File: src/design/bus_pkg.sv
/*
 * Shared bus types, host and device indices and the address map of the
 * compliance system. Imported by every design module.
 */
`default_nettype none

package bus_pkg;

  // One host transfer request
  typedef struct packed {
    logic [31:0] addr;
    logic        we;
    logic [3:0]  be;
    logic [31:0] wdata;
  } bus_req_t;

  // Response that travels with rvalid
  typedef struct packed {
    logic [31:0] rdata;
    logic        err;
  } bus_rsp_t;

  // Bus hosts, highest priority first
  typedef enum logic [1:0] {
    TestUtilHost,
    CoreD,
    CoreI
  } host_e;

  typedef enum logic [0:0] {
    Ram,
    TestUtilDevice
  } device_e;

  localparam int NrHosts   = 3;
  localparam int NrDevices = 2;

  // 64 kB RAM window
  localparam logic [31:0] RamBase = 32'h0000_0000;
  localparam logic [31:0] RamMask = ~32'h0000_FFFF;
  localparam int          RamDepth = 16384;

  // 1 kB test utility window
  localparam logic [31:0] TestUtilBase = 32'h0002_0000;
  localparam logic [31:0] TestUtilMask = ~32'h0000_03FF;

  // Test utility register offsets
  localparam logic [31:0] TuHaltOffset     = 32'h0;
  localparam logic [31:0] TuSigBeginOffset = 32'h4;
  localparam logic [31:0] TuSigEndOffset   = 32'h8;

endpackage

`default_nettype wire

File: src/design/bus_decoder.sv
/*
 * Address decode stage of the bus. Forwards a granted request to the matching
 * device and muxes the device response back, or answers unmapped addresses with err.
 */
`default_nettype none

module bus_decoder
  import bus_pkg::*;
(
  input  logic                 clk_i,
  input  logic                 rst_n_i,

  input  logic                 bus_req_i,
  input  bus_req_t             bus_pld_i,
  output logic                 bus_rvalid_o,
  output bus_rsp_t             bus_rsp_o,

  output logic [NrDevices-1:0] dev_req_o,
  output bus_req_t             dev_pld_o,
  input  logic [NrDevices-1:0] dev_rvalid_i,
  input  bus_rsp_t             dev_rsp_i [NrDevices]
);

  device_e sel_d;
  device_e sel_q;
  logic    match_d;
  logic    match_q;
  logic    req_q;

  // Devices see the offset inside their own window
  always_comb begin
    sel_d     = Ram;
    match_d   = 1'b0;
    dev_pld_o = bus_pld_i;
    if ((bus_pld_i.addr & RamMask) == RamBase) begin
      match_d        = 1'b1;
      dev_pld_o.addr = bus_pld_i.addr & ~RamMask;
    end else if ((bus_pld_i.addr & TestUtilMask) == TestUtilBase) begin
      sel_d          = TestUtilDevice;
      match_d        = 1'b1;
      dev_pld_o.addr = bus_pld_i.addr & ~TestUtilMask;
    end
    dev_req_o        = '0;
    dev_req_o[sel_d] = bus_req_i & match_d;
  end

  always_ff @(posedge clk_i or negedge rst_n_i) begin
    if (!rst_n_i) begin
      req_q   <= 1'b0;
      match_q <= 1'b0;
      sel_q   <= Ram;
    end else begin
      req_q   <= bus_req_i;
      match_q <= bus_req_i & match_d;
      sel_q   <= sel_d;
    end
  end

  // Unmapped transfers are answered here with err and no data
  always_comb begin
    if (match_q) begin
      bus_rvalid_o = dev_rvalid_i[sel_q];
      bus_rsp_o    = dev_rsp_i[sel_q];
    end else begin
      bus_rvalid_o = req_q;
      bus_rsp_o    = '{rdata: '0, err: 1'b1};
    end
  end

  dev_answers_next_cycle: assert property (@(posedge clk_i) disable iff (!rst_n_i)
    (bus_req_i && match_d) |=> dev_rvalid_i[sel_q]);

endmodule

`default_nettype wire

File: config.mk
export PLATFORM = sky130hd
export DESIGN_NAME = bus_decoder
export DESIGN_NICKNAME = d
export VERILOG_FILES = /design/src/design/bus_pkg.sv /design/src/design/bus_decoder.sv
export SDC_FILE = /design/constraint.sdc
export NUM_CORES = 1
export LEC_CHECK = 0
export BUFFER_PORTS_ARGS = -buffer_cell sky130_fd_sc_hd__buf_2
export CAP_MARGIN = 20
export CORE_AREA = 2 2 95 97
export CTS_CLUSTER_DIAMETER = 200
export CTS_CLUSTER_SIZE = 14
export DETAILED_ROUTE_END_ITERATION = 8
export DIE_AREA = 0 0 97 99
export PLACE_DENSITY = 0.52
export REMOVE_ABC_BUFFERS = 1
export SLEW_MARGIN = 25
export SYNTH_ARGS = -nofsm -noshare
export SYNTH_HDL_FRONTEND = slang
export SYNTH_SLANG_ARGS = --single-unit
File: constraint.sdc
create_clock -name clk_i -period 3.35 [get_ports clk_i]
set_input_delay 0.67 -clock clk_i [delete_from_list [all_inputs] [get_ports clk_i]]
set_output_delay 0.67 -clock clk_i [all_outputs]
set_load 0.05 [all_outputs]
Yosys cells after proc, flatten, opt, wreduce, memory -nomap -nowiden
Index checks and enable logic that the tools add are counted.
Word-level totals
  output and inout port bits: 105
  memory bits (read-only): 0
  bits in writable memories: 0
  bits in latches: 0
  memories: 0
  logic and storage cells: 27
  input bits: 140
  flip-flop bits (word level): 3
Operators by class
  eq/ne operators: 1
  shift-type cells: 0
  reduce and logical (&&, ||, !) cells: 2
  div/mod/pow operators: 0
  magnitude comparators: 4
  add/sub/neg operators: 0
  multiplexer cells: 14
  multipliers: 0
  bitwise gates (word level): 3
Operator list (count)
  33-bit 2-to-1 mux: 4
  32-bit 2-to-1 mux: 2
  32-bit zero test: 1
  22-bit by 8-bit equality test with 1-bit output, second input constant: 1
  1-bit 2-to-1 mux: 7
  1-bit by 2-bit less-than comparator with 1-bit output, second input constant: 2
  2-bit AND: 1
  2-bit greater-or-equal comparator, second input constant: 1
  1-bit inverter with 2-bit output: 1
  1-bit AND: 1
  1-bit demux with 1-bit select: 1
  1-bit greater-or-equal comparator, second input constant: 1
  1-bit logical AND: 1

Depth between registers and ports, before layout
Gate-level depths: netlist (run 1).
  depth in word-level cells: 8
  mapped depth: 4
  depth with buffers taken out: 3

Worst setup path after synthesis (run 1)
Ideal clock, no wire load.
  path type: in2out
  start: in bus_pld_i[57] (netlist name)
  end: out dev_req_o[1]
  data required time: 2680 ps
  path slack: 432 ps
  buffers on the path: 0
  cell stages on the path: 3
  arrival: 2248 ps
  cells stage by stage: nor4_2 > nand4_2 > nor3_1
On the way
  word-level cells in the longest chain between the ends: 8
  elaborated cells on any way between the ends: 12
  those cells by class: 2 x order compare; 1 x eq/ne; 5 x mux; 2 x bitwise; 2 x reduce/logical
Ends and longest elaborated chain
  start, declared: RTL line bus_decoder.sv:14  | input bus_req_t bus_pld_i,
  22-bit by 8-bit equality test with 1-bit output: RTL line bus_decoder.sv:38  | end else if ((bus_pld_i.addr & TestUtilMask) == TestUtilBase) begin
  1-bit 2-to-1 mux: RTL line bus_decoder.sv:38
  1-bit 2-to-1 mux: RTL line bus_decoder.sv:35  | if ((bus_pld_i.addr & RamMask) == RamBase) begin
  1-bit by 2-bit less-than comparator with 1-bit output (implied by the code) or 1-bit greater-or-equal comparator (tied branches): RTL line bus_decoder.sv:44  | dev_req_o[sel_d] = bus_req_i & match_d;
  1-bit logical AND (implied by the code): RTL line bus_decoder.sv:44
  1-bit 2-to-1 mux (implied by the code): RTL line bus_decoder.sv:44
  1-bit demux with 1-bit select: RTL line bus_decoder.sv:44
  2-bit AND (no line) *
  end, declared: RTL line bus_decoder.sv:18  | output logic [NrDevices-1:0] dev_req_o,
Mark *: on every way between the ends. The rest lies on a longest branch, timed or not.

Final worst setup path (run 1)
  start: in bus_pld_i[61] (netlist name)
  end: out dev_req_o[1]
Same word-level chain as after synthesis.

==> impl_metrics.env, run 1 <==
export IMPL_status="complete, no violations"
export IMPL_clock_path_buffers=2
export IMPL_crit_start="bus_pld_i[61]"
export IMPL_grt_total_usage=0.130
export IMPL_finalSetupViolCount=0
export IMPL_rsz0062_at_grt="no"
export IMPL_cts_hold_buffers=0
export IMPL_drc_errors=0
export IMPL_synth_area_mm2=0.00122
export IMPL_seq_area_frac_synth=0.0617
export IMPL_grt_pass1_wl_um=9230
export IMPL_crit_top_cell="buf_2"
export IMPL_io_buffers=150
export IMPL_cp_top_family="simple AND/OR/NAND/NOR gates"
export IMPL_slew_headroom=0.403
export IMPL_hold_path_class="in2async"
export IMPL_vias_per_cell=4.08
export IMPL_h_tree_depth=1
export IMPL_slowest_stage="nor4_2"
export IMPL_finalNonFillerCells=349
export IMPL_routed_wl_um=6750
export IMPL_wire_per_inst_um=19.3
export IMPL_slowest_delay_ns=0.30
export IMPL_critPathBufInv=2
export IMPL_clkTransAtPathRegs_ns=0.03
export IMPL_regArea_um2=76.3
export IMPL_cts_repair_resized=0
export IMPL_core_area_mm2=0.00855
export IMPL_areaGrowthSynthToFinish_pct=38.8
export IMPL_initial_core_util=0.142
export IMPL_drive_above_1_share=0.664
export IMPL_nNetsFinal=382
export IMPL_die_h_um=99
export IMPL_firstDrtPassIters=4
export IMPL_cts_made_buffers=3
export IMPL_dpl_cell_count=345
export IMPL_yosys_cell_types_count=18
export IMPL_ys_ff_latch=3
export IMPL_fp_dieW_um=97
export IMPL_ant_nets=0
export IMPL_gp_congestion=0.896
export IMPL_finalCritPeriodShare=0.731
export IMPL_ir_worst_vdd_v=0.000181
export IMPL_die_area_mm2=0.00960
export IMPL_cp_max_fo=5
export IMPL_fin_util=0.197
export IMPL_cts_sinks=3
export IMPL_max_clock_freq_mhz=408
export IMPL_io_pins=245
export IMPL_grt_pass1_vias=1349
export IMPL_cts_tree="built"
export IMPL_design_area_mm2=0.00169
export IMPL_antenna_found_initial=0
export IMPL_critPathKind="in2out"
export IMPL_drv_slew=0
export IMPL_path_depth=5
export IMPL_final_common_cell="buf_2"
export IMPL_most_common_layout_cells="150 x buf_2, 34 x mux2i_1, 32 x nor2b_1"
export IMPL_fin_crit_ns=2.45
export IMPL_total_power_uw=284
export IMPL_cp_start_kind="input port"
export IMPL_multi_input_area_um2=657
export IMPL_arrival_ns=1.78
export IMPL_first_iter_violations=31
export IMPL_yosysWarnings=0
export IMPL_rows=34
export IMPL_dp_worst_setup_slack_ns=0.887
export IMPL_drv_cap=0
export IMPL_tns_ns=0
export IMPL_crit_required_ns=2.68
export IMPL_hold_viol_final=0
export IMPL_end_kind="primary output"
export IMPL_cts_root_buf="clkbuf_8"
export IMPL_worstMarginPinSlew_ns=0.896
export IMPL_overflow=0
export IMPL_p_per_area_mw_per_mm2=168
export IMPL_hold_slack_ns=0.252
export IMPL_antenna_cells=0
export IMPL_vias=1425
export IMPL_total_leakage_power_nw=0.870
export IMPL_dp_final_hpwl_um=5580
export IMPL_grt_max_degree=36
export IMPL_cts_setup_buffers=0
export IMPL_fin_ws_ns=0.901
export IMPL_crit_chain="buf_2 > nor4_2 > nand4_2 > nor3_1 > buf_2"
export IMPL_nFillCells=954
export IMPL_syn_area_per_cell_um2=7.55
export IMPL_postPlaceCellArea_mm2=0.00164
export IMPL_syn_inst=161
state kept, by name, summed over array words and instances, names as in the netlist:
signal / flops
sel_q: 1
match_q: 1
req_q: 1
final timing paths:
kind                           endpoint  slack, ns
worst max-delay path       dev_req_o[1]       0.90
worst min-delay path            match_q       0.25
min in group clk_i                req_q       0.58
max in group asynchronous         sel_q       2.97
synthesized netlist by cell type (all sizes together):
cell type,number,area (um^2)
nand3,1,5.00
nor2b,32,200
buf,52,388
inv,1,3.75
nor2,3,11.3
nor3,3,15.0
a211oi,1,12.5
a21oi,1,5.00
clkbuf,22,82.6
dlygate4sd3,1,10.0
nor4,4,43.8
o21a,1,7.51
nand2,1,3.75
dfrtp,3,75.1
mux2i,34,340
nand4,1,12.5
routing by layer:
layer  global-route usage  wire length [um]
met1                0.132              2360
met5               0.0872                45
met2                0.177              2610
met4               0.0184                25
met3                0.140              1720
kinds of logic (layout without fill, tap and decap cells):
group,after synthesis,in the layout,share of synthesized area
buffers and inverters,76,156,0.398
AO/OA/AOI/OAI,3,3,0.0206
AND/OR/NAND/NOR,45,45,0.240
multiplexers,34,34,0.280
flip-flops,3,3,0.0617
power by group:
part           switching, mW  internal (mW)  total, mW
registers           0.000130         0.0371     0.0372
logic                 0.0871         0.0566      0.144
clock network         0.0222         0.0810      0.103
cell type report:
type	instances	area share
Timing Repair Buffer	151	0.457
Multi-Input combinational cell	82	0.389
Tap cell	108	0.0801
Sequential cell	3	0.0452
Clock buffer	4	0.0267
Inverter	1	0.00222
No activity file was read; power rests on OpenSTA's default activity.
==> inputs of run 2 (changes only) <==
==> constraint.sdc (replaced) <==
create_clock -name clk_i -period 2.4 [get_ports clk_i]
set_input_delay 0.48 -clock clk_i [delete_from_list [all_inputs] [get_ports clk_i]]
set_output_delay 0.48 -clock clk_i [all_outputs]
set_load 0.05 [all_outputs]
==> impl_metrics.env, run 2 (synthesis results as in run 1) <==
export IMPL_status="complete, no violations"
export IMPL_first_iter_violations=23
export IMPL_ir_worst_vdd_v=0.000206
export IMPL_cts_tree="built"
export IMPL_clkTransAtPathRegs_ns=0.03
export IMPL_grt_pass1_vias=1428
export IMPL_max_clock_freq_mhz=468
export IMPL_cts_repair_resized=0
export IMPL_drive_above_1_share=0.668
export IMPL_core_area_mm2=0.00855
export IMPL_nFillCells=968
export IMPL_slew_headroom=0.702
export IMPL_use_met2=0.176
export IMPL_ant_nets=0
export IMPL_vias_per_cell=4.14
export IMPL_crit_chain="buf_4 > mux2i_1 > nand2_1 > buf_2"
export IMPL_vias=1457
export IMPL_rsz0062_at_grt="no"
export IMPL_grt_total_usage=0.132
export IMPL_rows=34
export IMPL_cts_root_buf="clkbuf_8"
export IMPL_cts_made_buffers=3
export IMPL_wire_per_inst_um=19.3
export IMPL_io_pins=245
export IMPL_routed_wl_um=6790
export IMPL_antenna_cells=0
export IMPL_die_area_mm2=0.00960
export IMPL_die_h_um=99
export IMPL_cp_top_family="flip-flops"
export IMPL_grt_use_met1=0.139
export IMPL_fp_dieW_um=97
export IMPL_cts_hold_buffers=0
export IMPL_drv_slew=0
export IMPL_p_per_area_mw_per_mm2=236
export IMPL_slowest_delay_ns=0.64
export IMPL_grt_pass1_wl_um=9370
export IMPL_top_usage_layer="met2"
export IMPL_cp_start_kind="register"
export IMPL_overflow=0
export IMPL_hold_viol_final=0
export IMPL_end_kind="primary output"
export IMPL_grt_max_degree=25
export IMPL_total_leakage_power_nw=0.884
export IMPL_drv_cap=0
export IMPL_dp_final_hpwl_um=5660
export IMPL_cts_setup_buffers=0
export IMPL_io_buffers=150
export IMPL_finalCritPeriodShare=0.890
export IMPL_crit_required_ns=1.92
export IMPL_areaGrowthSynthToFinish_pct=39.6
export IMPL_h_tree_depth=1
export IMPL_arrival_ns=1.66
export IMPL_critPathBufInv=2
export IMPL_clock_path_buffers=2
export IMPL_hold_path_class="in2async"
export IMPL_cts_sinks=3
export IMPL_regArea_um2=76.3
export IMPL_gp_congestion=0.876
export IMPL_worstMarginPinSlew_ns=0.447
export IMPL_multi_input_area_um2=657
export IMPL_most_common_layout_cells="150 x buf_2, 34 x mux2i_1, 32 x nor2b_1"
export IMPL_initial_core_util=0.142
export IMPL_finalSetupViolCount=0
export IMPL_firstDrtPassIters=2
export IMPL_cp_max_fo=15
export IMPL_drc_errors=0
export IMPL_use_met3=0.135
export IMPL_fin_crit_ns=2.14
export IMPL_nNetsFinal=385
export IMPL_final_common_cell="buf_2"
export IMPL_fin_ws_ns=0.264
export IMPL_slowest_stage="dfrtp_2"
export IMPL_dp_worst_setup_slack_ns=0.305
export IMPL_critPathKind="reg2out"
export IMPL_tns_ns=0
export IMPL_reg_top3="match_q x1, req_q x1, sel_q x1"
export IMPL_antenna_found_initial=0
[run 2: cell count changes in the layout (fill, tap and decap cells not counted)]
cell and change:
buf_12 -1, buf_4 +4
[run 2: worst paths after layout]
kind / from / end / depth (start not counted) / slack [ns]
setup / recovery: sel_q / bus_rsp_o[0] / 4 / 0.26
hold / removal: rst_n_i / sel_q / 1 / 0.05
min in group clk_i: bus_req_i / req_q / 1 / 0.39
max in group asynchronous: rst_n_i / sel_q / 1 / 2.23
[run 2: final cells by class]
| type | instances | area share |
|---|---|---|
| clock buffer | 4 | 0.0265 |
| sequential | 3 | 0.0450 |
| multi-input combinational | 82 | 0.387 |
| tap | 108 | 0.0796 |
| timing repair buffer | 154 | 0.460 |
| inverter | 1 | 0.00221 |
[run 2: per-stage QoR]
| stage | util | instance area (um^2) | power, mW | cells | hold WS (ns) |
|---|---|---|---|---|---|
| global route | 0.199 | 1700 | 0.426 | 352 | 0.0493 |
| floorplan | - | 736 | 0.0810 | 86 | 0.184 |
| CTS | 0.199 | 1700 | 0.406 | 352 | 0.0527 |
| detailed placement | 0.193 | 1650 | 0.255 | 348 | 0.281 |
| global placement | 0.193 | 1650 | 0.253 | 348 | 0.278 |
| finish | 0.199 | 1700 | 0.401 | 352 | 0.0529 |
[run 2: where the power goes]
part / switching (mW) / internal (mW)
clock network: 0.0345 / 0.113
registers: 0.000208 / 0.0518
logic: 0.122 / 0.0790
total: 0.156 / 0.244
[run 2: layer usage]
| layer | vias up | wire (um) |
|---|---|---|
| li1 | 628 | - |
| met1 | 608 | 2360 |
| met2 | 206 | 2600 |
| met3 | 9 | 1650 |
| met4 | 6 | 59 |
| met5 | - | 119 |
