--- config.mk ---
export PLATFORM = sky130hd
export DESIGN_NAME = riscv_testutil
export DESIGN_NICKNAME = d
export VERILOG_FILES = /design/src/design/bus_pkg.sv /design/src/design/riscv_testutil.sv
export SDC_FILE = /design/constraint.sdc
export NUM_CORES = 1
export LEC_CHECK = 0
export ABC_AREA = 1
export BUFFER_PORTS_ARGS = -buffer_cell sky130_fd_sc_hd__buf_2
export CORE_MARGIN = 2
export CORE_UTILIZATION = 50
export DETAILED_ROUTE_END_ITERATION = 12
export PLACE_DENSITY = 0.78
export SLEW_MARGIN = 20
export SYNTH_ARGS = -nofsm -noshare
export SYNTH_HDL_FRONTEND = slang
export SYNTH_SLANG_ARGS = --single-unit
--- constraint.sdc ---
create_clock -name clk_i -period 2.3 [get_ports clk_i]
set_clock_uncertainty 0.2 [all_clocks]
set_input_delay 0.46 -clock clk_i [delete_from_list [all_inputs] [get_ports clk_i]]
set_output_delay 0.46 -clock clk_i [all_outputs]
set_load 0.01 [all_outputs]
--- src/design/bus_pkg.sv ---
/*
 * Shared bus types, host and device indices and the address map of the
 * compliance system. Imported by every design module.
 */
`default_nettype none

package bus_pkg;

  // One host transfer request
  typedef struct packed {
    logic [31:0] addr;
    logic        we;
    logic [3:0]  be;
    logic [31:0] wdata;
  } bus_req_t;

  // Response that travels with rvalid
  typedef struct packed {
    logic [31:0] rdata;
    logic        err;
  } bus_rsp_t;

  // Bus hosts, highest priority first
  typedef enum logic [1:0] {
    TestUtilHost,
    CoreD,
    CoreI
  } host_e;

  typedef enum logic [0:0] {
    Ram,
    TestUtilDevice
  } device_e;

  localparam int NrHosts   = 3;
  localparam int NrDevices = 2;

  // 64 kB RAM window
  localparam logic [31:0] RamBase = 32'h0000_0000;
  localparam logic [31:0] RamMask = ~32'h0000_FFFF;
  localparam int          RamDepth = 16384;

  // 1 kB test utility window
  localparam logic [31:0] TestUtilBase = 32'h0002_0000;
  localparam logic [31:0] TestUtilMask = ~32'h0000_03FF;

  // Test utility register offsets
  localparam logic [31:0] TuHaltOffset     = 32'h0;
  localparam logic [31:0] TuSigBeginOffset = 32'h4;
  localparam logic [31:0] TuSigEndOffset   = 32'h8;

endpackage

`default_nettype wire

--- src/design/riscv_testutil.sv ---
/*
 * Test utility device. Holds the signature range, and a write to halt starts a
 * host-side dump that reads the range and strobes each word out.
 */
`default_nettype none

module riscv_testutil
  import bus_pkg::*;
(
  input  logic        clk_i,
  input  logic        rst_n_i,

  input  logic        dev_req_i,
  input  bus_req_t    dev_pld_i,
  output logic        dev_rvalid_o,
  output bus_rsp_t    dev_rsp_o,

  output logic        host_req_o,
  output bus_req_t    host_pld_o,
  input  logic        host_gnt_i,
  input  logic        host_rvalid_i,
  input  bus_rsp_t    host_rsp_i,

  output logic        sig_valid_o,
  output logic [31:0] sig_data_o,
  output logic        halted_o
);

  typedef enum logic [2:0] {Idle, Req, Wait, Strobe, Done} state_e;

  state_e      state_q;
  logic [31:0] sig_begin_q;
  logic [31:0] sig_end_q;
  logic [31:0] addr_q;
  logic        halt_wr;
  bus_rsp_t    reg_rsp;

  assign halt_wr = dev_req_i && dev_pld_i.we && (dev_pld_i.addr == TuHaltOffset);

  // Register read mux where unknown offsets give err
  always_comb begin
    reg_rsp = '{rdata: '0, err: 1'b0};
    case (dev_pld_i.addr)
      TuHaltOffset:     reg_rsp.rdata = {31'b0, halted_o};
      TuSigBeginOffset: reg_rsp.rdata = sig_begin_q;
      TuSigEndOffset:   reg_rsp.rdata = sig_end_q;
      default:          reg_rsp.err   = 1'b1;
    endcase
    if (dev_pld_i.we) begin
      reg_rsp.rdata = '0;
    end
  end

  always_ff @(posedge clk_i or negedge rst_n_i) begin
    if (!rst_n_i) begin
      dev_rvalid_o <= 1'b0;
      sig_begin_q  <= '0;
      sig_end_q    <= '0;
    end else begin
      dev_rvalid_o <= dev_req_i;
      if (dev_req_i && dev_pld_i.we && dev_pld_i.addr == TuSigBeginOffset) begin
        sig_begin_q <= dev_pld_i.wdata;
      end
      if (dev_req_i && dev_pld_i.we && dev_pld_i.addr == TuSigEndOffset) begin
        sig_end_q <= dev_pld_i.wdata;
      end
    end
  end

  always_ff @(posedge clk_i) begin
    if (dev_req_i) begin
      dev_rsp_o <= reg_rsp;
    end
    if (host_rvalid_i) begin
      sig_data_o <= host_rsp_i.rdata;
    end
  end

  // Dump engine with one word in flight at a time
  always_ff @(posedge clk_i or negedge rst_n_i) begin
    if (!rst_n_i) begin
      state_q <= Idle;
      addr_q  <= '0;
    end else begin
      case (state_q)
        Idle: if (halt_wr) begin
          addr_q  <= sig_begin_q;
          state_q <= (sig_begin_q < sig_end_q) ? Req : Done;
        end
        Req:    if (host_gnt_i) state_q <= Wait;
        Wait: if (host_rvalid_i) begin
          addr_q  <= addr_q + 32'd4;
          state_q <= Strobe;
        end
        Strobe: state_q <= (addr_q < sig_end_q) ? Req : Done;
        default: state_q <= Done;
      endcase
    end
  end

  assign host_req_o  = (state_q == Req);
  assign host_pld_o  = '{addr: addr_q, we: 1'b0, be: 4'hF, wdata: '0};
  assign sig_valid_o = (state_q == Strobe);
  assign halted_o    = (state_q == Done);

  // The engine's own response arrives exactly in the cycle after its grant
  rsp_in_wait: assert property (@(posedge clk_i) disable iff (!rst_n_i)
    host_rvalid_i == (state_q == Wait));

endmodule

`default_nettype wire

Yosys cells after proc, flatten, opt, wreduce, memory -nomap -nowiden
Cells that the tools add are included.
Storage, ports and cells
  output and inout port bits: 138
  flip-flop bits (word level): 165
  word-level logic and storage cells: 41
Operators by class
  magnitude comparators: 2
  reductions and logical operators: 10
  mux-type cells: 11
  equality and inequality tests: 9
  $add $sub $neg: 1
Operators by type and width (number)
  case mux 32 bit (3 select lines): 1
  less-than comparator 32 bit: 2
  two-way mux 32 bit: 2
  case mux 32 bit (2 select lines): 1
  adder 32 x 3 -> 32 bit, second input constant: 1
  == test 32 x 3 -> 1 bit, second input constant: 1
  == test 32 x 4 -> 1 bit, second input constant: 1
  logical NOT 32 bit: 1
  two-way mux 3 bit: 5
  case mux 3 bit (4 select lines): 1
  == test 3 x 2 -> 1 bit, second input constant: 2
  AND reduction 3 bit: 2
  logical AND 1 bit: 4
  != test 2 bit, second input constant: 2
  == test 3 x 1 -> 1 bit, second input constant: 1
  == test 3 bit, second input constant: 1
  logical NOT 3 bit: 1
  OR reduction 3 bit: 1
  != test 2 x 1 -> 1 bit, second input constant: 1
  nonzero test 2 bit: 1
  two-way mux 1 bit: 1

Logic depth before layout (Yosys ltp)
Gate-level depths: netlist of the first run.
  depth after elaboration: 4
  gate-level depth with buffers: 16
  mapped depth without buffers: 16

Worst setup path before layout of the first run
Ideal clock, no wire load.
  path kind: register to register
  start: reg addr_q[2]
  end: reg addr_q[18]
  arrival: 1782 ps
  cell stages (with the launch flop): 10
  path slack: 194 ps
  setup time: 124 ps
  buffers on the path: 0
  cells stage by stage: dfrtp_1 ha_1 nand2_1 nor2_2 nand3_1 nor3_2 nand3_1 xnor2_1 o211ai_1 nand2_1
Between the ends
  word-level cells in the longest chain between the ends: 3
RTL lines
  from (decl): line riscv_testutil.sv:34  | logic [31:0] addr_q;
  from (signal assigned): line riscv_testutil.sv:87  | addr_q <= sig_begin_q;
  from (signal assigned): line riscv_testutil.sv:92  | addr_q <= addr_q + 32'd4;
  adder 32 x 3 -> 32 bit: line riscv_testutil.sv:92
  two-way mux 32 bit: line riscv_testutil.sv:91  | Wait: if (host_rvalid_i) begin
  case mux 32 bit (2 select lines): line riscv_testutil.sv:85  | case (state_q)
No other way between the ends. The select of a mux whose other input is x is not followed.
A chain may end at the register's enable or synchronous reset.

Worst setup path after layout of the first run
  start: reg sig_end_q[31]
  end: reg state_q[0]
Between the ends
  word-level cells in the longest chain between the ends: 4
  elaborated cells between the ends (all ways): 6
  classes of those cells: order compare: 2; mux: 4
RTL lines
  from (decl): line riscv_testutil.sv:33  | logic [31:0] sig_end_q;
  from (signal assigned): line riscv_testutil.sv:65  | sig_end_q <= dev_pld_i.wdata;
  less-than comparator 32 bit: line riscv_testutil.sv:88  | state_q <= (sig_begin_q < sig_end_q) ? Req : Done;
  two-way mux 3 bit: line riscv_testutil.sv:88
  two-way mux 3 bit: line riscv_testutil.sv:86  | Idle: if (halt_wr) begin
  case mux 3 bit (4 select lines) (*): line riscv_testutil.sv:85
  to (signal assigned): line riscv_testutil.sv:88
  to (signal assigned): line riscv_testutil.sv:90  | Req: if (host_gnt_i) state_q <= Wait;
  to (signal assigned): line riscv_testutil.sv:93  | state_q <= Strobe;
  to (decl): line riscv_testutil.sv:31  | state_e state_q;
Mark *: on every way between the ends. The rest lies on a longest branch, timed or not. The select of a mux whose other input is x is not followed.

==> impl_metrics.csv, run 1 <==
group,metric,value,unit
outcome,status,"finished, final reports clean",
die,start_util,0.5086,
timing,tightest_slew,633.2,ps
pwr,p_switching,0.001467,W
global_routing,grt_max_degree,44,
worst_setup_path,r2r_setup_slack,130,ps
logic_synthesis,yosysTopAreaCell,"dfrtp_1",
worst_setup_path,r2r-end,"state_q[0]",
pwr,power_frac_clock,0.444,
die,dieArea,20080,sq um
worst_setup_path,crit_type,"reg2reg",
worst_setup_path,crit_end,"state_q[0]",
worst_setup_path,cp-end-kind,"flip-flop",
global_routing,grt_pass1_vias,8159,
worst_setup_path,crit_slowest_cell,"dfrtp_1",
pwr,intPower,0.004894,W
logic_synthesis,synth_edf_count,65,
pwr,pwr-share-seq,0.497,
logic_synthesis,async_reset_ff_frac,0.6061,
logic_synthesis,ys_seq_area_frac,0.4698,
final_layout,fillerInstances,1540,
worst_setup_path,worstPathArrival,2290,ps
die,fp.dieW,141.7,microns
timing,fin_crit_sh,0.9430,
cts,cts_max_level,4,
timing,post-route-min-period,2169,ps
detailed_routing,wl_per_cell,15.56,microns
pwr,irDropWorstVdd,0.4935,mV
detailed_routing,drc_errors,0,
cts,cts-root-buf,"clkbuf_16",
placement,gp_congestion,0.9307,
worst_setup_path,worst_r2r_startpoint,"sig_end_q[31]",
logic_synthesis,ys_top_cells_by_area,"dfrtp_1, edfxtp_1, nand2_1",
pwr,power_frac_comb,0.059,
cts,path_clk_slew,60,ps
logic_synthesis,syn-cell-area,9482,sq um
cts,cts_sinks,165,
cts,cts_tree,"yes",
worst_setup_path,worst-path-stages,11,
final_layout,utilization,0.6385,
worst_setup_path,cp.required,2420,ps
detailed_routing,ant_nets,0,
logic_synthesis,synth_flop_cell,"dfrtp_1",
die,ios,245,
detailed_routing,drt_pass1_iterations,5,
detailed_routing,via_count,8383,
cts,cts_buffers,17,
logic_synthesis,ys_types,44,
worst_hold_path,hp-start,"host_rsp_i[5]",
global_routing,grt_first_pass_wirelength,40180,microns
final_layout,drive_gt1_frac,0.2677,
worst_setup_path,start_kind,"flip-flop",
die,die_h,141.7,microns
global_routing,grt_usage,0.2532,
pwr,p_leak,5.607,nW
worst_setup_path,critPathMaxFanout,3,
worst_setup_path,ff2ff_path_depth,11,
global_routing,grt_overflow,0,
run,drv_cap,0,
die,row_count,50,
logic_synthesis,ys_ff_latch,165,
detailed_routing,viasPerCell,5.188,
pwr,powerDensity,534.4,nW/um^2
timing,drv_slew,0,
final_layout,syn2layout_area_growth,25.53,%
timing,relSlewSlack,0.5779,
placement,numPortBuffers,202,
worst_setup_path,path_cells,"inv_2 > ha_4 > nand2_4 > nor2_4 > nand4_1 > nor4_2 > nand2_1 > nand3_1 > nand3_1 > nand2_1 > nand2_1",
worst_setup_path,startpoint,"sig_end_q[31]",
cts,cts_buffer_depth,2,
logic_synthesis,synth_top_area_frac,0.2639,
worst_setup_path,crit_top_cell,"nand2_1",
worst_setup_path,cp_slowest_stage_delay,390,ps
final_layout,num-nets-final,1539,
timing,fmax,461.0,MHz
global_routing,antenna_found_initial,0,
timing,finalHoldViolCount,0,
final_layout,antenna_cells,0,
timing,setup_viol,0,
die,core_area,18640,sq um
logic_synthesis,synth_cells,1106,
placement,hpwl,18250,microns
cts,clock_latency,430,ps
worst_setup_path,critPathBufInv,1,
detailed_routing,wirelength,25150,microns
placement,dp.cells,1550,
logic_synthesis,ys_warn_count,0,
timing,rsz0062_at_grt,"true",
worst_hold_path,hold_class,"in2reg",
final_layout,finalNonFillerCells,1616,
logic_synthesis,syn_area_per_cell,8.573,sq um
pwr,swShare,0.2306,
worst_setup_path,cp_top_family,"simple AND/OR/NAND/NOR gates",
detailed_routing,drt_iter0_drc,522,
-- registers in the layout (all words and copies together), names as in the netlist --
register / cells
dev_rvalid_o: 1
state_q: 3
sig_data_o: 32
dev_rsp_o: 33
sig_begin_q: 32
addr_q: 32
sig_end_q: 32
-- final cells by class --
| class | instances | area [sq um] | share of cell area |
|---|---|---|---|
| Clock buffer | 20 | 466.7 | 0.03921 |
| Inverter | 125 | 469.2 | 0.03942 |
| Clock inverter | 12 | 118.9 | 0.009986 |
| Multi-Input combinational cell | 782 | 4340 | 0.3647 |
| Sequential cell | 165 | 4456 | 0.3743 |
| Timing Repair Buffer | 278 | 1759 | 0.1478 |
| Tap cell | 234 | 292.8 | 0.02460 |
-- routing by layer --
layer  GRT usage  wire length (microns)  vias to the layer above
li1            -                      -                     4120
met1      0.3254                  10780                     3914
met2      0.4267                  12180                      315
met3     0.05467                   1715                       34
met4     0.08632                    473                        0
met5           0                      0                        -
-- synthesized netlist by cell type (6+ instances only) --
| master | instances |
|---|---|
| nor3_1 | 15 |
| o21ai_1 | 81 |
| nand3b_1 | 6 |
| o21ai_0 | 14 |
| nand3_1 | 44 |
| buf_4 | 40 |
| a21oi_2 | 30 |
| o211ai_1 | 16 |
| nand4_1 | 12 |
| dfrtp_1 | 100 |
| edfxtp_1 | 65 |
| nor2_1 | 62 |
| buf_6 | 6 |
| a21oi_1 | 34 |
| ha_1 | 63 |
| clkbuf_1 | 22 |
| nor4_1 | 9 |
| inv_1 | 103 |
| xor2_1 | 9 |
| nand2_1 | 317 |
| inv_2 | 21 |
-- cells by family after synthesis --
family,Yosys count,share of synthesized area
flip-flops,165,0.4698
adder cells (fa/ha/maj),63,0.08314
AND/OR/NAND/NOR,489,0.2243
other,2,0.0007921
XOR/XNOR,10,0.009238
buffers and inverters,194,0.09739
AO/OA/AOI/OAI,183,0.1153
-- worst min path at each step --
stage	end	slack, ps	cells after the start
after floorplan	addr_q[0]	-40	0
after global placement	sig_begin_q[0]	280	2
after detailed placement	sig_end_q[10]	300	2
after CTS	sig_data_o[30]	0.7	1
after global routing	sig_data_o[0]	1	1
final	sig_data_o[4]	20	1
-- through the flow --
step | hold slack (ps) | setup WS (ps) | power, W | instance area (sq um) | setup TNS (ps)
6_report | 17.43 | 131.0 | 0.006361 | 11900 | 0
5_1_grt | 1.150 | -46.10 | 0.006568 | 11900 | -59.02
4_1_cts | 0.7251 | 64.48 | 0.006384 | 11730 | 0
3_5_place_dp | 304.3 | 33.40 | 0.003552 | 10890 | 0
3_3_place_gp | 276.6 | 59.85 | 0.003545 | 10890 | 0
2_1_floorplan | -35.59 | 194.2 | 0.003366 | 9613 | 0
-- placed cells by master, fill, tap and decap left out, types with 4 or more instances in the layout --
| cell | instances |
|---|---|
| buf_4 | 39 |
| nand3b_1 | 6 |
| nor2_1 | 61 |
| a21oi_1 | 34 |
| buf_2 | 201 |
| nor4_1 | 7 |
| dlygate4sd3_1 | 30 |
| or2_2 | 4 |
| nor3_1 | 13 |
| conb_1 | 37 |
| o211ai_1 | 16 |
| inv_1 | 99 |
| o21ai_0 | 14 |
| a21oi_2 | 30 |
| nand2_1 | 313 |
| nor3_2 | 4 |
| ha_1 | 59 |
| o21ai_1 | 81 |
| inv_2 | 25 |
| dfrtp_1 | 99 |
| nand4_1 | 12 |
| or2_1 | 5 |
| xor2_1 | 9 |
| ha_4 | 4 |
| edfxtp_1 | 65 |
| buf_12 | 8 |
| clkinv_4 | 4 |
| nand3_1 | 43 |
| clkbuf_16 | 17 |
-- power groups by stage --
| stage | Combinational, W | Clock (W) | Sequential (W) |
|---|---|---|---|
| final | 0.000377 | 0.00282 | 0.00316 |
| after global routing | 0.000417 | 0.00298 | 0.00317 |
| after CTS | 0.000372 | 0.00285 | 0.00316 |
| after detailed placement | 0.000335 | 0 | 0.00322 |
| after global placement | 0.000328 | 0 | 0.00322 |
| after floorplan | 0.000101 | 0 | 0.00327 |
-- what timing repair did --
action | in CTS | in global routing
resized for setup | 0 | 20
hold buffers | 26 | 4
endpoints found under the hold margin | 66 | 4
endpoints found under the setup margin | 0 | 6
setup buffers | 0 | 4
No activity file was read; power rests on OpenSTA's default activity.
==> run 2, diff against run 1 <==
Clock period 2.3 ns to 2.55 ns, I/O delays scaled along.
==> impl_metrics.csv, run 2 (synthesis gave the netlist of run 1 again) <==
group,metric,value,unit
timing,drv_slew,0,
die,start_util,0.5086,
worst_setup_path,worst_r2r_startpoint,"addr_q[31]",
final_layout,finalNonFillerCells,1571,
worst_setup_path,worstPathArrival,2490,ps
run,drv_cap,0,
worst_setup_path,startpoint,"addr_q[31]",
final_layout,largest-register,"dev_rsp_o",
detailed_routing,wl_per_cell,15.45,microns
die,ios,245,
placement,numPortBuffers,202,
final_layout,seq_area,4454,sq um
global_routing,grt_pass1_vias,7853,
detailed_routing,via_count,8243,
timing,fin_crit_sh,0.9105,
placement,gp_congestion,0.9433,
cts,cts_buffer_depth,2,
cts,path_clk_slew,60,ps
cts,cts_sinks,165,
worst_setup_path,critPathMaxFanout,5,
placement,place_area,10750,sq um
pwr,irDropWorstVdd,0.4380,mV
die,row_count,50,
timing,tightest_slew,609.8,ps
final_layout,layout_commonest_cell,"nand2_1",
cts,cts-resized-gates,0,
worst_setup_path,crit_slowest_cell,"dfrtp_1",
global_routing,grt_usage,0.2461,
worst_setup_path,cp.required,2720,ps
detailed_routing,wirelength,24270,microns
final_layout,utilization,0.6074,
global_routing,grt_overflow,0,
timing,fmax,430.7,MHz
die,fp.dieW,141.7,microns
pwr,total_power,0.005633,W
detailed_routing,met1_length,10430,microns
pwr,p_leak,5.349,nW
detailed_routing,drt_iter0_drc,611,
timing,relSlewSlack,0.5934,
final_layout,layout_common_cells,"nand2_1, buf_2, inv_1",
global_routing,antenna_found_initial,0,
detailed_routing,wl_met3,1527,microns
detailed_routing,drc_errors,0,
final_layout,antenna_cells,0,
worst_setup_path,crit_top_cell,"nand2_1",
worst_setup_path,crit_type,"reg2reg",
worst_setup_path,path_cells,"ha_1 > nand2_1 > nor2_1 > nand4_1 > nor4_1 > nand2_1 > nand2_1 > nand2_1 > nand2_1 > nand2_1 > nand2_1",
pwr,powerDensity,497.5,nW/um^2
global_routing,grt_max_degree,41,
timing,finalHoldViolCount,0,
detailed_routing,highest_layer,"met4",
cts,cts_max_level,4,
timing,rsz0062_at_grt,"false",
detailed_routing,met2_length,11740,microns
final_layout,drive_gt1_frac,0.2498,
worst_setup_path,cp_top_family,"simple AND/OR/NAND/NOR gates",
timing,post-route-min-period,2322,ps
cts,cts_tree,"yes",
cts,cts-root-buf,"clkbuf_16",
outcome,status,"finished, final reports clean",
cts,clock_latency,430,ps
cts,cts_buffers,17,
detailed_routing,drt_pass1_iterations,5,
die,core_area,18640,sq um
worst_setup_path,critPathBufInv,0,
final_layout,num-nets-final,1495,
cts,cts.hold.buffers_added,1,
cts,postCtsSetupBuffers,0,
timing,finalSetupTns,0,ps
worst_setup_path,cp-end-kind,"flip-flop",
worst_hold_path,hp-start,"host_rsp_i[11]",
timing,setup_viol,0,
final_layout,largest_reg_flops,33,
placement,dp.cells,1539,
final_layout,multi_input_area,4240,sq um
final_layout,syn2layout_area_growth,19.43,%
placement,hpwl,18270,microns
final_layout,final_area,11320,sq um
detailed_routing,viasPerCell,5.247,
die,dieArea,20080,sq um
global_routing,grt_first_pass_wirelength,38760,microns
worst_hold_path,hold_class,"in2reg",
worst_setup_path,cp_slowest_stage_delay,440,ps
final_layout,fillerInstances,1625,
die,die_h,141.7,microns
detailed_routing,ant_nets,0,
worst_setup_path,start_kind,"flip-flop",
==> run 2: cell count changes in the layout (fill, tap and decap cells not counted), moves of 4 or more <==
cell | previous run | this run
dlygate4sd3_1 | 30 | 1
buf_4 | 39 | 28
buf_12 | 8 | 4
ha_1 | 59 | 63
ha_4 | 4 | 0
inv_1 | 99 | 103
inv_2 | 25 | 21
==> run 2: worst register-to-register path: cells and delay by family, from the launching register on <==
kind / cells / cell delay [ps]
adders and majority gates: 1 / 330
DFF: 1 / 440
and+or+nand+nor: 10 / 1270
==> run 2: path summary, 6_finish.rpt <==
kind | slack (ps) | cells past startpoint | end
worst max-delay path | 230 | 11 | state_q[2]
worst min-delay path | 60 | 1 | sig_data_o[10]
worst max register to register | 230 | 11 | state_q[2]
worst min register to register | 310 | 2 | sig_begin_q[0]
max in group asynchronous | 950 | 3 | addr_q[29]
min in group asynchronous | 440 | 2 | sig_end_q[8]
==> run 2: power by group <==
part / internal [W] / switching (W) / leakage, nW
logic: 0.000114 / 0.000185 / 3.14
clock network: 0.00141 / 0.00108 / 0.269
registers: 0.00283 / 0.0000160 / 1.94
total: 0.00435 / 0.00128 / 5.35
==> run 2: metrics by stage <==
step                      worst slack (ps)  hold slack [ps]
after floorplan                      444.2            14.41
after global placement               230.9            275.2
after detailed placement             186.3            293.3
after CTS                            245.7            38.52
after global routing                 137.6            36.86
final                                228.3            56.25
==> run 2: per-layer routing <==
layer  global-route usage  vias up
met1               0.3155     3869
met4              0.09526        0
met3              0.04387       42
li1                     -     4029
met2               0.4170      303
met5                    0        -
==> run 2: layout make-up <==
cell class              instances  area share
flip-flops and latches        165      0.3934
multi-input cells             782      0.3745
repair buffers                234      0.1154
inverters                     125     0.04144
clock buffers                  21     0.04077
well taps                     234     0.02586
clock inverters                10    0.008729
